## src/mam_dbg_pkg.sv

```systemverilog
// Assumes one clock, 32-bit buses and word-aligned single transfers with no burst support
`default_nettype none

package mam_dbg_pkg;

  ////////////////////////////////////////
  // Bus geometry
  ////////////////////////////////////////

  // Address and data widths shared by every Wishbone bus here
  localparam int AW = 32;
  localparam int DW = 32;
  // One select bit per byte lane
  localparam int SW = DW / 8;
  // Low address bits that pick the byte inside a word
  localparam int BYTE_AW = 2;
  // Word part of a byte address
  localparam int WORD_AW = AW - BYTE_AW;

  // Shared memory depth in words and the width of its index
  localparam int MEM_WORDS = 256;
  localparam int MEM_AW    = 8;

  // Cycle and burst type codes put out by the debug master
  localparam logic [2:0] CTI_CLASSIC = 3'b000;
  localparam logic [1:0] BTE_LINEAR  = 2'b00;

  // Arbiter FSM encoding
  localparam logic [1:0] ARB_IDLE = 2'd0;
  localparam logic [1:0] ARB_MAM  = 2'd1;
  localparam logic [1:0] ARB_CPU  = 2'd2;

  // Debug master sequencer encoding
  localparam logic [1:0] MST_IDLE = 2'd0;
  localparam logic [1:0] MST_BUS  = 2'd1;
  localparam logic [1:0] MST_RESP = 2'd2;

  ////////////////////////////////////////
  // Bus bundles
  ////////////////////////////////////////

  // Everything a Wishbone master drives
  typedef struct packed {
    logic [AW-1:0] adr;
    logic [DW-1:0] dat;
    logic [SW-1:0] sel;
    logic          we;
    logic          cyc;
    logic          stb;
    logic [2:0]    cti;
    logic [1:0]    bte;
  } wb_req_t;

  // Everything a Wishbone slave returns
  typedef struct packed {
    logic [DW-1:0] dat;
    logic          ack;
    logic          err;
    logic          rty;
  } wb_rsp_t;

  // One debug command, byte address plus lane selects
  typedef struct packed {
    logic          we;
    logic [AW-1:0] adr;
    logic [DW-1:0] dat;
    logic [SW-1:0] sel;
  } mam_cmd_t;

  // One debug response
  typedef struct packed {
    logic [DW-1:0] dat;
    logic          err;
  } mam_rsp_t;

endpackage

`default_nettype wire
```

## src/mam_wb_master.sv

```systemverilog
// Assumes one command in flight and classic single Wishbone cycles; rty ends a cycle as an error
`timescale 1ns/1ps
`default_nettype none

module mam_wb_master
  import mam_dbg_pkg::*;
(
  input  logic     wb_in_clk_i,
  input  logic     wb_in_rst_i,
  // Debug command channel
  input  logic     cmd_valid_i,
  output logic     cmd_ready_o,
  input  mam_cmd_t cmd_i,
  // Debug response channel
  output logic     rsp_valid_o,
  input  logic     rsp_ready_i,
  output mam_rsp_t rsp_o,
  // Wishbone master port toward the adapter
  output wb_req_t  wb_req_o,
  input  wb_rsp_t  wb_rsp_i
);

  // Sequencer state and its next value
  logic [1:0] state_q;
  logic [1:0] state_d;
  // Command handshake fires
  logic       cmd_take;
  // Slave terminated the bus cycle
  logic       bus_done;
  // Command held for the bus cycle
  mam_cmd_t   cmd_q;
  // Response held until the host takes it
  mam_rsp_t   rsp_q;

  assign cmd_ready_o = (state_q == MST_IDLE);
  assign cmd_take    = cmd_valid_i & cmd_ready_o;
  assign bus_done    = (state_q == MST_BUS) & (wb_rsp_i.ack | wb_rsp_i.err | wb_rsp_i.rty);

  ////////////////////////////////////////
  // Sequencer
  ////////////////////////////////////////

  always_comb begin
    state_d = state_q;
    case (state_q)
      MST_IDLE: begin
        if (cmd_take) begin
          state_d = MST_BUS;
        end
      end
      MST_BUS: begin
        // Hold cyc and stb until the slave answers
        if (bus_done) begin
          state_d = MST_RESP;
        end
      end
      MST_RESP: begin
        if (rsp_ready_i) begin
          state_d = MST_IDLE;
        end
      end
      default: begin
        state_d = MST_IDLE;
      end
    endcase
  end

  always_ff @(posedge wb_in_clk_i) begin
    if (wb_in_rst_i) begin
      state_q <= MST_IDLE;
    end else begin
      state_q <= state_d;
    end
  end

  // Payload registers
  always_ff @(posedge wb_in_clk_i) begin
    if (cmd_take) begin
      cmd_q <= cmd_i;
    end
    if (bus_done) begin
      // Writes and failed cycles return zero data
      rsp_q.dat <= (cmd_q.we | ~wb_rsp_i.ack) ? '0 : wb_rsp_i.dat;
      rsp_q.err <= wb_rsp_i.err | wb_rsp_i.rty;
    end
  end

  ////////////////////////////////////////
  // Outputs
  ////////////////////////////////////////

  assign rsp_valid_o = (state_q == MST_RESP);
  assign rsp_o       = rsp_q;

  always_comb begin
    wb_req_o.adr = cmd_q.adr;
    wb_req_o.dat = cmd_q.dat;
    wb_req_o.sel = cmd_q.sel;
    wb_req_o.we  = cmd_q.we;
    // Single transfer per cycle
    wb_req_o.cyc = (state_q == MST_BUS);
    wb_req_o.stb = (state_q == MST_BUS);
    wb_req_o.cti = CTI_CLASSIC;
    wb_req_o.bte = BTE_LINEAR;
  end

endmodule

`default_nettype wire

```

## config.mk

```make
export PLATFORM = sky130hd
export DESIGN_NAME = mam_wb_master
export DESIGN_NICKNAME = d
export VERILOG_FILES = /design/src/mam_dbg_pkg.sv /design/src/mam_wb_master.sv
export SDC_FILE = /design/constraint.sdc
export NUM_CORES = 1
export LEC_CHECK = 0
export BUFFER_PORTS_ARGS = -buffer_cell sky130_fd_sc_hd__buf_2
export CELL_PAD_IN_SITES_DETAIL_PLACEMENT = 0
export CELL_PAD_IN_SITES_GLOBAL_PLACEMENT = 1
export CORE_UTILIZATION = 31
export DETAILED_ROUTE_END_ITERATION = 12
export PLACE_DENSITY = 0.8
export SYNTH_ARGS = -nofsm -noshare
export SYNTH_HDL_FRONTEND = slang
export SYNTH_SLANG_ARGS = --single-unit
```

## constraint.sdc

```tcl
create_clock -name wb_in_clk_i -period 4.15 [get_ports wb_in_clk_i]
set_input_delay 0.6225 -clock wb_in_clk_i [delete_from_list [all_inputs] [get_ports wb_in_clk_i]]
set_output_delay 0.6225 -clock wb_in_clk_i [all_outputs]
set_load 0.05 [all_outputs]
```

# --- After elaboration in Yosys (flattened, before gate mapping) ---
# Cells that the tools add are included.
word_totals:
  out_inout_bits: 111
  regBits: 104
op_classes:
  mux: 4
  n_eq_ne: 5
  bitwise: 7
  reduce_logical: 2
ops:
  columns: ["cell", "count"]
  rows:
  - ["2-bit two-way mux", 3]
  - ["2-bit by 1-bit != test with 1-bit output (second input constant)", 3]
  - ["2-bit case mux with 3 select lines", 1]
  - ["1-bit bitwise OR", 4]
  - ["3-bit AND reduction", 1]
  - ["1-bit AND", 2]
  - ["2-bit by 1-bit equality test with 1-bit output (second input constant)", 1]
  - ["2-bit equality test (second input constant)", 1]
  - ["2-bit logical NOT", 1]
  - ["1-bit NOT", 1]

# --- Logic depth before layout (Yosys ltp) ---
depth:
  word_depth: 5
  mapped_depth: 3

# --- Worst setup path after synthesis ---
# OpenSTA, ideal clock, no wires.
synth_timing:
  kind: "register -> register"
  from: "register state_q[1]"
  to: "register cmd_q, in the netlist wb_req_o[10] (enable)"
  path_stages_with_launch: 3
  t_arrival_ps: 2744
  setup_ps: 434
  setup_slack_ps: 972
  path_cell_list: "dfxtp_1 nor2_1 and2_1"
synth_between:
  elab_chain_cells: 2
synth_rtl:
  columns: ["element", "line_no", "text"]
  rows:
  - ["from (decl)", "mam_wb_master.sv:24", "logic [1:0] state_q;"]
  - ["from (signal assigned)", "mam_wb_master.sv:72", "state_q <= state_d;"]
  - ["2-bit logical NOT", "mam_wb_master.sv:35", "assign cmd_ready_o = (state_q == MST_IDLE);"]
  - ["named net cmd_ready_o", "mam_wb_master.sv:12", "output logic cmd_ready_o,"]
  - ["1-bit AND", "mam_wb_master.sv:36", "assign cmd_take = cmd_valid_i & cmd_ready_o;"]
  - ["named net cmd_take", "mam_wb_master.sv:27", "logic cmd_take;"]
  - ["to (signal assigned)", "mam_wb_master.sv:79", "cmd_q <= cmd_i;"]
  - ["to (decl)", "mam_wb_master.sv:31", "mam_cmd_t cmd_q;"]
# The timed path passes the listed nets, and every way through them passes these cells.
# A chain may end at the register's enable or synchronous reset.

# --- Worst setup path in the final report ---
layout_timing:
  from: "register state_q[1]"
  to: "register cmd_q, in the netlist wb_req_o[39] (enable)"
layout_between:
  elab_chain_cells: 2
layout_rtl:
  columns: ["element", "line_no"]
  rows:
  - ["2-bit logical NOT", "mam_wb_master.sv:35"]
  - ["1-bit AND", "mam_wb_master.sv:36"]
  - ["named net cmd_take", "mam_wb_master.sv:27"]
# The timed path passes the listed nets, and every way through them passes these cells.

==> results by group <==
Run status
  • Status: complete, no violations

Worst setup path
  • CP Capture Type: flip-flop
  • Worst R2R End: wb_req_o[39]$_DFFE_PP_
  • CP cell instances: nor2_1 -> and2_2 -> buf_4
  • WP depth: 3
  • Worst setup SP type: flip-flop
  • CP max stage cell: and2_2
  • Crit path buffers/inverters: 1
  • Critical path capture point: wb_req_o[39]$_DFFE_PP_
  • CP arrival: ~2.2 ns
  • Crit path kind: reg -> reg
  • Worst Reg-to-Reg Cells: 3
  • Worst path top cell family by delay: simple AND/OR/NAND/NOR gates
  • R2r startpoint: state_q[1]$_SDFFE_PP0P_
  • Critical Path Start: state_q[1]$_SDFFE_PP0P_
  • Critical path's largest stage delay: approximately 0.85 ns
  • Worst-path fanout max: 45
  • Worst R2R Setup Slack: 2.03 ns
  • Worst EP required: 4.19 ns

Clock network
  • Clock latency on the worst-skew pair: roughly 0.36 ns
  • Worst-case clock buffer depth: 2
  • CTS tree: yes
  • Clk pin slew, worst setup/hold paths: around 0.1 ns
  • Post_cts resized: 0
  • CTS Root Cell: clkbuf_8
  • Clock net sink count: around 100
  • H-tree Lvls: 3
  • Hold buffers post-CTS: 0
  • CTS Buf Count: 9
  • Post-CTS setup buffers: 0

Power and ir drop
  • Pwr Density: ~470 nW/µm²
  • Net Sw Power: 683 µW
  • Reg power frac: between 50 and 60%
  • Overall power after layout: between 2000 and 2500 µW
  • Maximum vdd drop: just under 0.2 mV
  • P_int: around 1600 µW
  • Clock power share: 28.0%
  • Combinational Power Share: 17.6%
  • Sw Share: about 30%
  • Lkg Pwr: 0.00209 µW

Synthesis
  • Yosys cell types: 15
  • FF+latch count, synth: 104
  • EDFF count, synth: around 100
  • Syn Area/Cell: around 22 µm²
  • Post-synthesis async set-or-reset flop share: 0%
  • Post-Syn Instances: 160
  • Synthesized area: approximately 3500 µm²
  • Synthesis Warnings: 0
  • Top FF cell, synth: edfxtp_1
  • Post-synthesis sequential area ratio: between 80 and 90%

Floorplan
  • Die outline width: around 110 µm
  • Core ar.: around 11,000 µm²
  • Io pins: about 220
  • Row cnt: 38
  • Overall die area: between 10,000 and 15,000 µm²
  • Die height: between 100 and 150 µm
  • Initial Util: between 30% and 40%

Place
  • HPWL after DPL: 5660 µm
  • GP Congestion: around 0.79
  • Port bufs: 213

Timing
  • Crit share post-route: 51.1%
  • Final hold vios: 0
  • Setup violators final: 0
  • Worst slew pin tran: a little over 1 ns
  • Slew headroom: between 30% and 40%
  • Fin. max-slew vios: 0
  • WHS: roughly 0.43 ns
  • Unrepaired setup endpoints after global routing: no
  • Clock skew: about 0.012 ns
  • Max Clk Rate: approximately 0.47 GHz
  • Setup TNS: 0 ns
  • Crit path time final: ~2.1 ns

Drt
  • Drt via density: roughly 4.2
  • Wire per inst: about 14 µm
  • Drt drc: 0
  • Antenna violation net count after detailed routing: 0
  • DR pass1 iterations: 4
  • Vias post-DR: roughly 2,200
  • Detailed Route Iter0 Violations: 74
  • Routed Wire Length: 7490 µm

Layout
  • # fillers: ~1,000
  • # nets final: 489
  • Fin util: ~45%
  • Antenna cells: 0
  • Proportion of layout cells with a drive suffix above 1: about three fifths
  • Synth-to-Final Area Change: 41.1%

GRT
  • Largest net degree at the start of global routing: 46
  • First-pass GRT wire length: ~11,000 µm
  • Overall Global Routing Usage: 12.9%
  • Initial antenna violation count: 0
  • Vias in the first global route: 2,146
  • Global route overflow: 0

Run
  • Max_cap viols: 0

Hold path
  • Hold Path Class: in -> reg
sequential cells by signal (all words and copies together), names as in the netlist:
name and flops:
rsp_o 33, wb_req_o 69, state_q 2
cells in the final DEF, fill, tap and decap left out, drive strengths merged, types with 2 or more instances in the layout:
| cell type | instances |
|---|---|
| clkbuf | 10 |
| conb | 5 |
| dfxtp | 2 |
| and2b | 3 |
| buf | 215 |
| clkinvlp | 2 |
| edfxtp | 102 |
| and2 | 34 |
| inv | 3 |
| nor2 | 2 |
Yosys cell counts (2+ instances only):
cell	instances	area share (%)
and2b_1	3	0.65
clkbuf_1	3	0.33
buf_4	6	1.3
dfxtp_1	2	1.2
and2_1	34	6.2
edfxtp_1	102	89
nor2_1	2	0.22
routing by layer:
| layer | vias up | wire length (µm) | GRT usage, % | part of all wire [%] |
|---|---|---|---|---|
| met5 | - | 0 | 0 | 0 |
| met4 | 0 | 53 | 4.99 | 0.71 |
| met3 | 5 | 1040 | 6.17 | 14 |
| met2 | 140 | 3530 | 21.1 | 47 |
| met1 | 1015 | 2860 | 14.4 | 38 |
| li1 | 1025 | - | - | - |
per-stage QoR:
step	area, µm²	setup WS [ns]	instances
6_report	4880	2.03	526
5_1_grt	4880	1.80	526
4_1_cts	4880	1.95	526
3_5_place_dp	4670	1.72	510
3_3_place_gp	4670	1.85	510
2_1_floorplan	3470	0.972	164
how the worst min path moves through the flow:
| stage | start | endpoint | slack, ns | depth (start not counted) |
|---|---|---|---|---|
| final | cmd_i[38] | wb_req_o[46]$_DFFE_PP_ | 0.43 | 1 |
| after global routing | cmd_i[64] | wb_req_o[72]$_DFFE_PP_ | 0.40 | 1 |
| after CTS | cmd_i[64] | wb_req_o[72]$_DFFE_PP_ | 0.40 | 1 |
| after detailed placement | state_q[1]$_SDFFE_PP0P_ | state_q[0]$_SDFFE_PP0P_ | 0.59 | 2 |
| after global placement | state_q[1]$_SDFFE_PP0P_ | state_q[0]$_SDFFE_PP0P_ | 0.59 | 2 |
| after floorplan | state_q[1]$_SDFFE_PP0P_ | state_q[0]$_SDFFE_PP0P_ | 0.55 | 2 |
logic make-up (layout without fill, tap and decap cells):
logic type / after synthesis / after routing / share of synthesized area (%)
and+or+nand+nor: 44 / 44 / 8.07
buffers and inverters: 9 / 231 / 1.63
AOI/OAI and AO/OA: 2 / 2 / 0.398
DFF: 104 / 104 / 89.8
other: 1 / 5 / 0.109
power by group through the flow:
| stage | registers (µW) | logic (µW) | clock network (µW) |
|---|---|---|---|
| floorplan | 1500 | 66.7 | 0 |
| global placement | 1270 | 403 | 0 |
| detailed placement | 1270 | 409 | 0 |
| CTS | 1250 | 410 | 669 |
| global route | 1260 | 425 | 703 |
| finish | 1250 | 404 | 642 |
area by class of cell:
class / instances / area [µm²] / share of cell area [%]
clock buffer: 10 / 128 / 2.62
tap: 140 / 175 / 3.59
clock inverter: 6 / 76.3 / 1.57
timing repair buffer: 215 / 1080 / 22.2
multi-input combinational: 51 / 313 / 6.42
sequential: 104 / 3100 / 63.6
(Power assumes the default switching activity.)
