--- config.mk ---
export PLATFORM = sky130hd
export DESIGN_NAME = mam_wb_adapter
export DESIGN_NICKNAME = d
export VERILOG_FILES = /design/src/mam_dbg_pkg.sv /design/src/mam_wb_adapter.sv
export SDC_FILE = /design/constraint.sdc
export NUM_CORES = 1
export LEC_CHECK = 0
export ABC_AREA = 1
export BUFFER_PORTS_ARGS = -buffer_cell sky130_fd_sc_hd__buf_2
export CORE_AREA = 2 2 129 131
export CTS_BUF_LIST = sky130_fd_sc_hd__clkbuf_4 sky130_fd_sc_hd__clkbuf_8
export DETAILED_ROUTE_END_ITERATION = 7
export DIE_AREA = 0 0 131 133
export SETUP_SLACK_MARGIN = 0.05
export SYNTH_ARGS = -nofsm -noshare
export SYNTH_HDL_FRONTEND = slang
export SYNTH_SLANG_ARGS = --single-unit
--- constraint.sdc ---
create_clock -name wb_in_clk_i -period 0.9 [get_ports wb_in_clk_i]
set_input_delay 0.09 -clock wb_in_clk_i [delete_from_list [all_inputs] [get_ports wb_in_clk_i]]
set_output_delay 0.09 -clock wb_in_clk_i [all_outputs]
set_load 0.005 [all_outputs]
--- src/mam_dbg_pkg.sv ---
// Assumes one clock, 32-bit buses and word-aligned single transfers with no burst support
`default_nettype none

package mam_dbg_pkg;

  ////////////////////////////////////////
  // Bus geometry
  ////////////////////////////////////////

  // Address and data widths shared by every Wishbone bus here
  localparam int AW = 32;
  localparam int DW = 32;
  // One select bit per byte lane
  localparam int SW = DW / 8;
  // Low address bits that pick the byte inside a word
  localparam int BYTE_AW = 2;
  // Word part of a byte address
  localparam int WORD_AW = AW - BYTE_AW;

  // Shared memory depth in words and the width of its index
  localparam int MEM_WORDS = 256;
  localparam int MEM_AW    = 8;

  // Cycle and burst type codes put out by the debug master
  localparam logic [2:0] CTI_CLASSIC = 3'b000;
  localparam logic [1:0] BTE_LINEAR  = 2'b00;

  // Arbiter FSM encoding
  localparam logic [1:0] ARB_IDLE = 2'd0;
  localparam logic [1:0] ARB_MAM  = 2'd1;
  localparam logic [1:0] ARB_CPU  = 2'd2;

  // Debug master sequencer encoding
  localparam logic [1:0] MST_IDLE = 2'd0;
  localparam logic [1:0] MST_BUS  = 2'd1;
  localparam logic [1:0] MST_RESP = 2'd2;

  ////////////////////////////////////////
  // Bus bundles
  ////////////////////////////////////////

  // Everything a Wishbone master drives
  typedef struct packed {
    logic [AW-1:0] adr;
    logic [DW-1:0] dat;
    logic [SW-1:0] sel;
    logic          we;
    logic          cyc;
    logic          stb;
    logic [2:0]    cti;
    logic [1:0]    bte;
  } wb_req_t;

  // Everything a Wishbone slave returns
  typedef struct packed {
    logic [DW-1:0] dat;
    logic          ack;
    logic          err;
    logic          rty;
  } wb_rsp_t;

  // One debug command, byte address plus lane selects
  typedef struct packed {
    logic          we;
    logic [AW-1:0] adr;
    logic [DW-1:0] dat;
    logic [SW-1:0] sel;
  } mam_cmd_t;

  // One debug response
  typedef struct packed {
    logic [DW-1:0] dat;
    logic          err;
  } mam_rsp_t;

endpackage

`default_nettype wire
--- src/mam_wb_adapter.sv ---
// Assumes one clock; the MAM wins from idle and a CPU that keeps cyc high stalls the MAM for good
`timescale 1ns/1ps
`default_nettype none

module mam_wb_adapter
  import mam_dbg_pkg::*;
(
  input  logic    wb_in_clk_i,
  input  logic    wb_in_rst_i,
  // CPU master side
  input  wb_req_t cpu_req_i,
  output wb_rsp_t cpu_rsp_o,
  // Debug master side
  input  wb_req_t mam_req_i,
  output wb_rsp_t mam_rsp_o,
  // Toward the shared memory
  output wb_req_t mem_req_o,
  input  wb_rsp_t mem_rsp_i
);

  // Arbiter state and its next value
  logic [1:0] arb_q;
  logic [1:0] arb_d;
  // Raised while a master holds the arbiter
  logic       grant_cpu;
  logic       grant_mam;
  // Registered owner, high picks the CPU
  logic       access_cpu_q;
  // Owner flag has caught up with a grant
  logic       owned_q;
  // Owner and arbiter state agree
  logic       route_ok;
  // Owner request before the cycle gate
  wb_req_t    sel_req;

  ////////////////////////////////////////
  // Arbiter FSM
  ////////////////////////////////////////

  always_comb begin
    grant_cpu = 1'b0;
    grant_mam = 1'b0;
    arb_d     = ARB_IDLE;
    case (arb_q)
      ARB_IDLE: begin
        // Debug access goes first when both ask together
        if (mam_req_i.cyc) begin
          arb_d = ARB_MAM;
        end else if (cpu_req_i.cyc) begin
          arb_d = ARB_CPU;
        end
      end
      ARB_MAM: begin
        grant_mam = 1'b1;
        if (mam_req_i.cyc) begin
          arb_d = ARB_MAM;
        end
      end
      ARB_CPU: begin
        grant_cpu = 1'b1;
        // CPU finishes its whole cycle before a handover
        if (cpu_req_i.cyc) begin
          arb_d = ARB_CPU;
        end else if (mam_req_i.cyc) begin
          arb_d = ARB_MAM;
        end
      end
      default: begin
        arb_d = ARB_IDLE;
      end
    endcase
  end

  always_ff @(posedge wb_in_clk_i) begin
    if (wb_in_rst_i) begin
      arb_q        <= ARB_IDLE;
      access_cpu_q <= 1'b0;
      owned_q      <= 1'b0;
    end else begin
      arb_q   <= arb_d;
      // Owner lags the grant by one edge, two edges after the request
      owned_q <= grant_cpu | grant_mam;
      if (grant_cpu) begin
        access_cpu_q <= 1'b1;
      end else if (grant_mam) begin
        access_cpu_q <= 1'b0;
      end
    end
  end

  ////////////////////////////////////////
  // Request and response steering
  ////////////////////////////////////////

  // Blocks a stale owner during a handover
  assign route_ok = owned_q & (access_cpu_q ? (arb_q == ARB_CPU) : (arb_q == ARB_MAM));

  always_comb begin
    sel_req       = access_cpu_q ? cpu_req_i : mam_req_i;
    mem_req_o     = sel_req;
    // Memory sees a cycle only once ownership has settled
    mem_req_o.cyc = sel_req.cyc & route_ok;
    mem_req_o.stb = sel_req.stb & route_ok;
  end

  // Non-owner sees an idle slave
  always_comb begin
    cpu_rsp_o = '0;
    mam_rsp_o = '0;
    if (access_cpu_q) begin
      cpu_rsp_o = mem_rsp_i;
    end else begin
      mam_rsp_o = mem_rsp_i;
    end
  end

endmodule

`default_nettype wire

Yosys cells after proc, flatten, opt, wreduce, memory -nomap -nowiden
Cells that the tools add are included.
Word-level totals
  output and inout bits: 146
  logic and storage cells: 24
  bits of input ports: 189
  register bits: 4
Operators by class
  reduce and logical (&&, ||, !) cells: 2
  bitwise logic cells: 4
  equality and inequality tests: 2
  mux-type cells: 13
Operators by type and width (number)
  $mux 76: 1
  $mux 35: 2
  $mux 1: 6
  $mux 2: 3
  $pmux 2 s3: 1
  $and 1x1->1: 3
  $eq 2x1->1 const B: 1
  $eq 2x2->1 const B: 1
  $logic_not 2->1: 1
  $reduce_bool 2->1: 1
  $or 1x1->1: 1

Logic depth before layout (Yosys ltp)
Gate-level depths: netlist (run 1).
  depth after elaboration: 4
  gate-level depth with buffers: 6
  depth with buffers taken out: 6

Worst setup path before layout (run 1)
No wires, ideal clock.
  path kind: reg2reg
  from: reg arb_q[0]
  to: reg access_cpu_q
  period minus slack after synthesis: 1010 ps
  stages on the path, launching flop included: 5
  required time: 781 ps
  path buffers: 0
  setup slack: -110 ps
  arrival time: 891 ps
  library setup time: 119 ps
  path through: dfxtp_1 > inv_1 > ha_1 > o21ai_0 > a21oi_1
Between the ends
  word-level cells in the longest chain between the ends: 3
  elaborated cells between the ends (all ways): 6
  classes of those cells: eq/ne: 2; mux: 3; reduce/logical: 1
RTL lines
  start: declaration: line mam_wb_adapter.sv:22  | logic [1:0] arb_q;
  start signal: assignment: line mam_wb_adapter.sv:80  | arb_q <= arb_d;
  $eq 2x2->1 or $eq 2x1->1 (tied branches): line mam_wb_adapter.sv:44  | case (arb_q)
  $mux 1: line mam_wb_adapter.sv:44
  $mux 1 or $reduce_bool 2->1 (tied branches)
  end signal: assignment: line mam_wb_adapter.sv:77  | access_cpu_q <= 1'b0;
  end signal: assignment: line mam_wb_adapter.sv:84  | access_cpu_q <= 1'b1;
  end signal: assignment: line mam_wb_adapter.sv:86  | access_cpu_q <= 1'b0;
  end: declaration: line mam_wb_adapter.sv:28  | logic access_cpu_q;
Parallel ways exist; a longest one is shown, timed or not.
A chain may end at the register's enable or synchronous reset.

==> results of run 1 <==
## state kept, by name, indices dropped and copies added (netlist names)
| signal | count |
|---|---|
| arb_q | 2 |
| access_cpu_q | 1 |
| owned_q | 1 |
## worst register-to-register path: stages (launching register included)
cell and delay (ns):
sky130_fd_sc_hd__dfxtp_4 0.37, sky130_fd_sc_hd__inv_4 0.05, sky130_fd_sc_hd__buf_6 0.11, sky130_fd_sc_hd__buf_6 0.11, sky130_fd_sc_hd__ha_4 0.15, sky130_fd_sc_hd__inv_2 0.05, sky130_fd_sc_hd__nor2_1 0.03, sky130_fd_sc_hd__nor2_1 0.07
sky130_fd_sc_hd__nor2_1 0.04
## cell type report
cell class	instances	area, um^2	share of cell area, %
clock buffers	4	48.8	1.01
inverters	84	325	6.75
multi-input cells	319	1700	35.4
flip-flops and latches	4	91.3	1.90
well taps	220	275	5.72
repair buffers	369	2370	49.2
## synthesized netlist by cell type (all sizes together)
cell / number
nand2: 262
clkbuf: 2
ha: 5
dfxtp: 4
a21oi: 2
inv: 84
nand3: 3
buf: 23
nor2: 46
o21ai: 1
## worst max-delay path by stage
stage / from / end / slack [ns] / cells past startpoint
2_1_floorplan: access_cpu_q / mam_rsp_o[14] / -0.008 / 4
3_3_place_gp: arb_q[0] / mem_req_o[5] / -0.16 / 7
3_5_place_dp: access_cpu_q / cpu_rsp_o[19] / -0.17 / 5
4_1_cts: access_cpu_q / mem_req_o[69] / -0.41 / 5
5_1_grt: access_cpu_q / mem_req_o[36] / -0.50 / 5
6_report: access_cpu_q / cpu_rsp_o[32] / -0.44 / 5
## repair_timing
item                       in CTS  in global routing
cloned                          0                 13
pin swaps                       4                 38
hold endpoints to repair        0                  0
hold buffers                    0                  0
gates resized for setup        11                154
buffers inserted                2                  3
setup endpoints to repair     150                150
## power by group
part	internal [mW]	leakage, nW	switching (mW)
logic	1.62	3.21	1.49
registers	0.191	0.0350	0.0302
clock network	0.333	0.0262	0.106
## routing by layer
| metal | global-route usage (%) | vias to the layer above |
|---|---|---|
| met1 | 8.72 | 1605 |
| met2 | 17.2 | 192 |
| met4 | 1.71 | 0 |
| met5 | 0 | - |
| li1 | - | 1898 |
| met3 | 0.647 | 7 |
## kinds of logic after synthesis
kind of cell / Yosys count / synth area share (%)
buf+inv: 109 / 27.0
simple gates: 311 / 64.3
fa+ha+maj: 5 / 3.44
compound gates: 3 / 0.825
flops: 4 / 4.40
==> results.md, run 1 <==
- The flow ran to the end, but the final reports show violations.
- The final reports fail on setup timing.
- The wire length the detailed router placed on met1 is 4400 um.
- Of the cells placed in the final design, the portion with a size suffix greater than 1 is 64.1%.
- The area of the mapped netlist is 0.00182 mm^2.
- Timing would allow up to 745 MHz.
- VDD sags by at most 0.000548 V.
- For the worst flop-to-flop path, the logic depth is 8.
- After detailed placement, the total cell area comes to 0.00388 mm^2.
- The count of cell types in the netlist is 13.
- The power density over the cells is 785 mW/mm^2.
- The number of H-tree levels is 1.
- The detailed router finished its first iteration with 120 violations.
- The setup slack on the worst flop-to-flop path is -0.19 ns.
- The worst setup path is captured at a primary output.
- The number of setup violations in the final report is 150.
- The library cell appearing most often on the critical path is sky130_fd_sc_hd__clkbuf_16.
- The worst hold path belongs to the class in2reg.
- For the finished layout, the period the worst path requires is 1.34 ns.
- The startpoint identified for the worst hold timing path is wb_in_rst_i.
- In this run the count of I/O pins placed on the die edge is 335.
- The routed wire length is 11,000 um.
- After detailed routing, the average wire length per cell comes to 11.0 um.
- The most common cell after layout, fill and taps aside is sky130_fd_sc_hd__buf_2.
- The first global-routing pass estimated 11,800 um of wire.
- By area the synthesized netlist is led by sky130_fd_sc_hd__nand2_1 54%, sky130_fd_sc_hd__inv_1 17%, sky130_fd_sc_hd__nor2_1 9.5%.
- The final-report hold violation count is 0.
- The antenna cell count is 0.
- The cell type with the largest total area after synthesis is sky130_fd_sc_hd__nand2_1.
- In this run the critical register-to-register path is launched from arb_q[0].
- The data arrival time of the critical path is 1.25 ns.
- Summed over all layers, the global routing overflow is 0.
- Counting every net in the synthesized netlist gives 626.
- Counting every sink on the clock net gives 4.
- The detail route stage leaves a number of antenna-violating nets equal to 0.
- The floorplan step defined a core boundary enclosing 0.0162 mm^2.
- The worst clock skew is 0.00529 ns.
- The relative slew slack is 89.5%.
- In this run the core area contains 47 standard-cell rows.
- The critical path is of the reg2out type.
- The combined buffer and inverter count along the critical path is 4.
- During synthesis, Yosys emitted a total of 0 warnings.
- The final layout net count is 975.
- In the layout the commonest cells are 320 x sky130_fd_sc_hd__buf_2, 198 x sky130_fd_sc_hd__nand2_1, 64 x sky130_fd_sc_hd__inv_1.
- The slowest stage of the critical path is the sky130_fd_sc_hd__dfxtp_4 cell.
- Relative to the synthesized area, the layout overhead comes to 165%.
- Of all nets on the critical path, the largest fanout is 11.
- The cell family contributing the most delay on the critical path is buffers and inverters.
- The worst register-to-register path ends at arb_q[0].
- The share of the Yosys chip area taken by registers is 4.40%.
- The highest layer touched by signal routing is met4.
- The area enclosed by the die boundary is 0.0174 mm^2.
- The post-route DRC violation count is 0.
- The period utilization is 149%.
- Entering global routing, the biggest net connects 54 pins.
- The number of pins with negative max-slew slack in the final report is 0.
- The total power is 3.78 mW.
- The initial antenna violation count is 0.
- After synthesis the netlist holds a flip-flop and latch count of 4.
- The worst slack after detailed placement is -0.165 ns.
- The routability congestion estimate from global placement is 0.841.
- The filler cells instantiated in the layout total 1,789.
- After routing the design area is 0.00482 mm^2.
- Max-cap violations in this run came to 0.
- TritonCTS built the clock tree.
- The initial utilization of the core area, before any placement, comes to 11.3%.
- On the worst path, the slowest cell contributes a delay of 0.43 ns.
- In the global route stage, overall resource usage came out at 8.28%.
- For the pin with the worst max-slew slack, the measured transition is 0.158 ns.
- The amount of wire on met2 after detailed routing is 5820 um.
- The routed wire length on met3 is 747 um.
- The detailed-router iteration count before antenna repair is 4.
- At the end of the flow the core is filled with cells to 29.8%.
- The tightest hold path in the finished design has a slack of 0.0456 ns.
- The clock transition at the register clock pins on the worst setup and hold paths after CTS is 0.03 ns.
- The top cell type's share of synthesized area is 54.0%.
- The total negative slack for setup checks is -54.77 ns.
- Clock latency on the worst-skew pair, taken at its later pin, is 0.23 ns.
- In this run the clock root is driven by a sky130_fd_sc_hd__clkbuf_8.
- The half-perimeter wire length of the detailed placement result is 7460 um.
- The startpoint type of the worst setup path is a register.
- Each instance of the synthesized netlist takes up on average 4.21 um^2.
- The clock passes through at most 2 buffers.
- STA puts the critical path data required time at 0.81 ns.
- The routed via count divided by cell count is 3.70.
- Along the worst hold path, the cell count comes to 2.
- The synthesized netlist cell count is 432.
- Traced cell by cell, the critical path runs through clkbuf_16 -> clkbuf_16 -> nand2_1 -> inv_1 -> buf_2.
- The via count of the first global-routing pass came to 2,731.
- For hold timing, the worst endpoint is owned_q.
- During placement, the flow inserted port buffers numbering 334.
- Excluding fillers, the count of instances in the completed layout stands at 1,000.
- The detailed router placed 3,702 vias in this run.
- The cell count after placement is 978.
- Clock tree synthesis inserted a total of 3 buffers.
- The static power due to leakage is 3.27 nW.
- The die height is 133 um.
- In the post-route analysis, the smallest setup slack over all paths is -0.441 ns.
- Setup repair after global routing could not meet its margin everywhere.
- The die boundary width is 131 um.
Note: power is estimated with default switching activity, not from simulation.
==> inputs of run 2 (changes only) <==
--- a/config.mk
+++ b/config.mk
@@ -7,11 +7,15 @@
 export LEC_CHECK = 0
 export ABC_AREA = 1
 export BUFFER_PORTS_ARGS = -buffer_cell sky130_fd_sc_hd__buf_2
-export CORE_AREA = 2 2 129 131
+export CELL_PAD_IN_SITES_DETAIL_PLACEMENT = 0
+export CELL_PAD_IN_SITES_GLOBAL_PLACEMENT = 2
+export CORE_ASPECT_RATIO = 0.7
+export CORE_UTILIZATION = 10
 export CTS_BUF_LIST = sky130_fd_sc_hd__clkbuf_4 sky130_fd_sc_hd__clkbuf_8
 export DETAILED_ROUTE_END_ITERATION = 7
-export DIE_AREA = 0 0 131 133
+export PLACE_DENSITY_LB_ADDON = 0.1
 export SETUP_SLACK_MARGIN = 0.05
+export SLEW_MARGIN = 10
 export SYNTH_ARGS = -nofsm -noshare
 export SYNTH_HDL_FRONTEND = slang
 export SYNTH_SLANG_ARGS = --single-unit
==> run 2 against run 1 <==
The run still ends with setup timing left. Cell count rose by 0.20%. Die area increased by 7.7%. Worst hold slack better by 0.0079 ns. Fmax up 7.1%. Combinational power down 16%. Clock skew up 0.0034 ns. Clock-buffer cell count unchanged. Sequential cell count stayed put. Design area is 11% lower. Via count fell by 5.6%. Utilization down 5.3 points. Clock power is 0.9% higher. Largest cell class unchanged.
==> results.md, run 2 (synthesis gave the netlist of run 1 again) <==
- The kind of capture point of the worst setup path is a primary output (unchanged).
- The power density over the cells is 770 mW/mm^2 (was 785 mW/mm^2).
- The worst hold-check slack is 0.0535 ns (was 0.0456 ns).
- The peak ir drop on the vdd network is 0.000391 V (was 0.000548 V).
- The delay of the slowest cell on the worst path was 0.42 ns (was 0.43 ns).
- The maximum number of pins on one net before global-route repair is 40 (was 54).
- The highest clock rate came to 798 MHz (was 745 MHz).
- The detailed-router iteration count before antenna repair was 4 (unchanged).
- The ratio of cells with drive above 1 in the final layout came to 54.6% (was 64.1%).
- The routed wirelength normalized by instance count is 11.3 um (was 11.0 um).
- The combined buffer and inverter count along the critical path is 3 (was 4).
- The number of standard-cell rows in the floorplan was 40 (was 47).
- The insertion delay of the later-clocked pin in the worst-skew pair is 0.22 ns (was 0.23 ns).
- The floorplan core area is 0.0175 mm^2 (was 0.0162 mm^2).
- The residual overflow from global routing is 0 (unchanged).
- The count of maximum capacitance violations is 0 (unchanged).
- The clock tree from TritonCTS is yes (unchanged).
- The final-report hold violation count is 0 (unchanged).
- The critical path's top delay family is flip-flops (was buffers and inverters).
- The number of buffers created by CTS is 3 (unchanged).
- The clock transition at the register clock pins on the worst setup and hold paths after CTS is 0.04 ns (was 0.03 ns).
- Commonest cells after routing, fill and taps aside: 331 x sky130_fd_sc_hd__buf_2, 250 x sky130_fd_sc_hd__nand2_1, 72 x sky130_fd_sc_hd__inv_1 (was 320 x sky130_fd_sc_hd__buf_2, 198 x sky130_fd_sc_hd__nand2_1, 64 x sky130_fd_sc_hd__inv_1).
- The number of flip-flops under the largest register name came to 2 (unchanged).
- The count of clock tree sinks is 4 (unchanged).
- The area enclosed by the die boundary is 0.0188 mm^2 (was 0.0174 mm^2).
- The number of violations reported at the end of detailed-routing iteration 0 is 82 (was 120).
- Top flop regs: arb_q x2, access_cpu_q x1, owned_q x1 (unchanged).
- The number of H-tree levels came to 1 (unchanged).
- The period utilization is 139% (was 149%).
- Critical path cell sequence: buf_4 -> buf_16 -> nand2_1 -> nand2_1 -> buf_2 (was clkbuf_16 -> clkbuf_16 -> nand2_1 -> inv_1 -> buf_2).
- The cell type of the slowest stage on the worst timing path is sky130_fd_sc_hd__dfxtp_4 (unchanged).
- The data arrival time of the critical path is 1.16 ns (was 1.25 ns).
- The final design instance area without fill came to 0.00427 mm^2 (was 0.00482 mm^2).
- The antenna cell count was 0 (unchanged).
- The slack of the critical path is -0.353 ns (was -0.441 ns).
- The overall via count from detail_route is 3,496 (was 3,702).
- The via count of the first global-routing pass is 2,903 (was 2,731).
- The wire length of the first global-routing pass is 15,400 um (was 11,800 um).
- The routed wire length came to 11,300 um (was 11,000 um).
- The number of setup violations in the final report was 150 (unchanged).
- The total power is 3.29 mW (was 3.78 mW).
- The worst setup path category is reg2out (unchanged).
- The port buffer count is 334 (unchanged).
- The library cell appearing most often on the critical path is sky130_fd_sc_hd__nand2_1 (was sky130_fd_sc_hd__clkbuf_16).
- The number of top-level pins is 335 (unchanged).
- Status: finished with violations (unchanged).
- The post-route DRC violation count was 0 (unchanged).
- The half-perimeter wire length of the detailed placement result came to 9460 um (was 7460 um).
- The aggregate global-route resource usage was 10.4% (was 8.28%).
- The largest register by flop count is arb_q (unchanged).
- The static power due to leakage is 3.07 nW (was 3.27 nW).
- The die boundary width came to 163 um (was 131 um).
- The type of the worst min-delay path is in2reg (unchanged).
- The die height came to 115 um (was 133 um).
- The starting density of the core came to 10.4% (was 11.3%).
- The data required time of the critical path was 0.81 ns (about the same).
- The area growth from synthesis to final layout is 134% (was 165%).
- The worst clock skew is 0.00864 ns (was 0.00529 ns).
- The most common cell after layout, fill and taps aside is sky130_fd_sc_hd__buf_2 (unchanged).
- The number of buffers between clock root and the deepest sink is 2 (unchanged).
- The routed via count divided by cell count is 3.49 (was 3.70).
- The fraction of the core area covered by cells at the end of the flow is 24.4% (was 29.8%).
- Setup repair after global routing missed its margin: yes (unchanged).
- The time the worst path needs with I/O delays and setup is 1.25 ns (was 1.34 ns).
- The routability congestion estimate from global placement is 0.762 (was 0.841).
- Failing checks: setup timing (unchanged).
- The number of pins with negative max-slew slack in the final report is 0 (unchanged).
- The startpoint type of the worst setup path was a register (unchanged).
- The largest fanout on the critical path is 10 (was 11).
- The transition at the pin with the smallest max-transition slack came to 0.186 ns (was 0.158 ns).
- The number of nets with antenna violations after detailed routing is 0 (unchanged).
- The initial antenna violation count is 0 (unchanged).
- The placed instance area is 0.00396 mm^2 (was 0.00388 mm^2).
- The cell chosen for the clock root was sky130_fd_sc_hd__clkbuf_8 (unchanged).
- The final layout net count is 966 (was 975).
- The relative slew slack is 87.6% (was 89.5%).
[run 2: cell count changes in the layout (fill, tap and decap cells not counted), sizes merged]
| cell | change |
|---|---|
| clkbuf | -8 |
| buf | -1 |
[run 2: path summary, 6_finish.rpt]
kind,start,endpoint,slack (ns),cells after the start
min reg2reg,arb_q[1],access_cpu_q,0.68,3
min,wb_in_rst_i,owned_q,0.05,2
max,access_cpu_q,mem_req_o[67],-0.35,5
max reg2reg,arb_q[0],arb_q[0],-0.21,8
[run 2: final cells by class]
| class | instances | area [um^2] |
|---|---|---|
| tap | 231 | 289 |
| multi-input combinational | 319 | 1420 |
| timing repair buffer | 360 | 2100 |
| sequential | 4 | 91.3 |
| clock buffer | 4 | 48.8 |
| inverter | 84 | 323 |
| fill | 2075 | 13200 |
[run 2: stage by stage]
stage | cells | setup slack (ns) | setup TNS (ns)
after floorplan | 432 | -0.00831 | -0.486
after global placement | 990 | -0.164 | -14.95
after detailed placement | 990 | -0.160 | -15.38
after CTS | 999 | -0.375 | -50.98
after global routing | 1002 | -0.447 | -58.28
final | 1002 | -0.353 | -48.15
[run 2: routing by layer]
layer | vias up | share of wire [%] | GRT usage [%]
met4 | 0 | 0.071 | 0.374
met1 | 1478 | 36 | 11.1
met2 | 137 | 57 | 22.2
met5 | - | 0 | 0
met3 | 2 | 6.4 | 1.41
li1 | 1879 | - | -
[run 2: report_power, final]
part	internal [mW]	total, mW	switching, mW
Combinational	1.35	2.62	1.27
Clock	0.334	0.443	0.109
Sequential	0.191	0.221	0.0295
Total	1.88	3.29	1.41
[run 2: what timing repair did]
action | in CTS | in global routing
pin swaps | 6 | 3
gates cloned | 2 | 2
buffers inserted | 3 | 1
hold buffers | 0 | 0
resized for setup | 18 | 23
setup endpoints to repair | 150 | 150
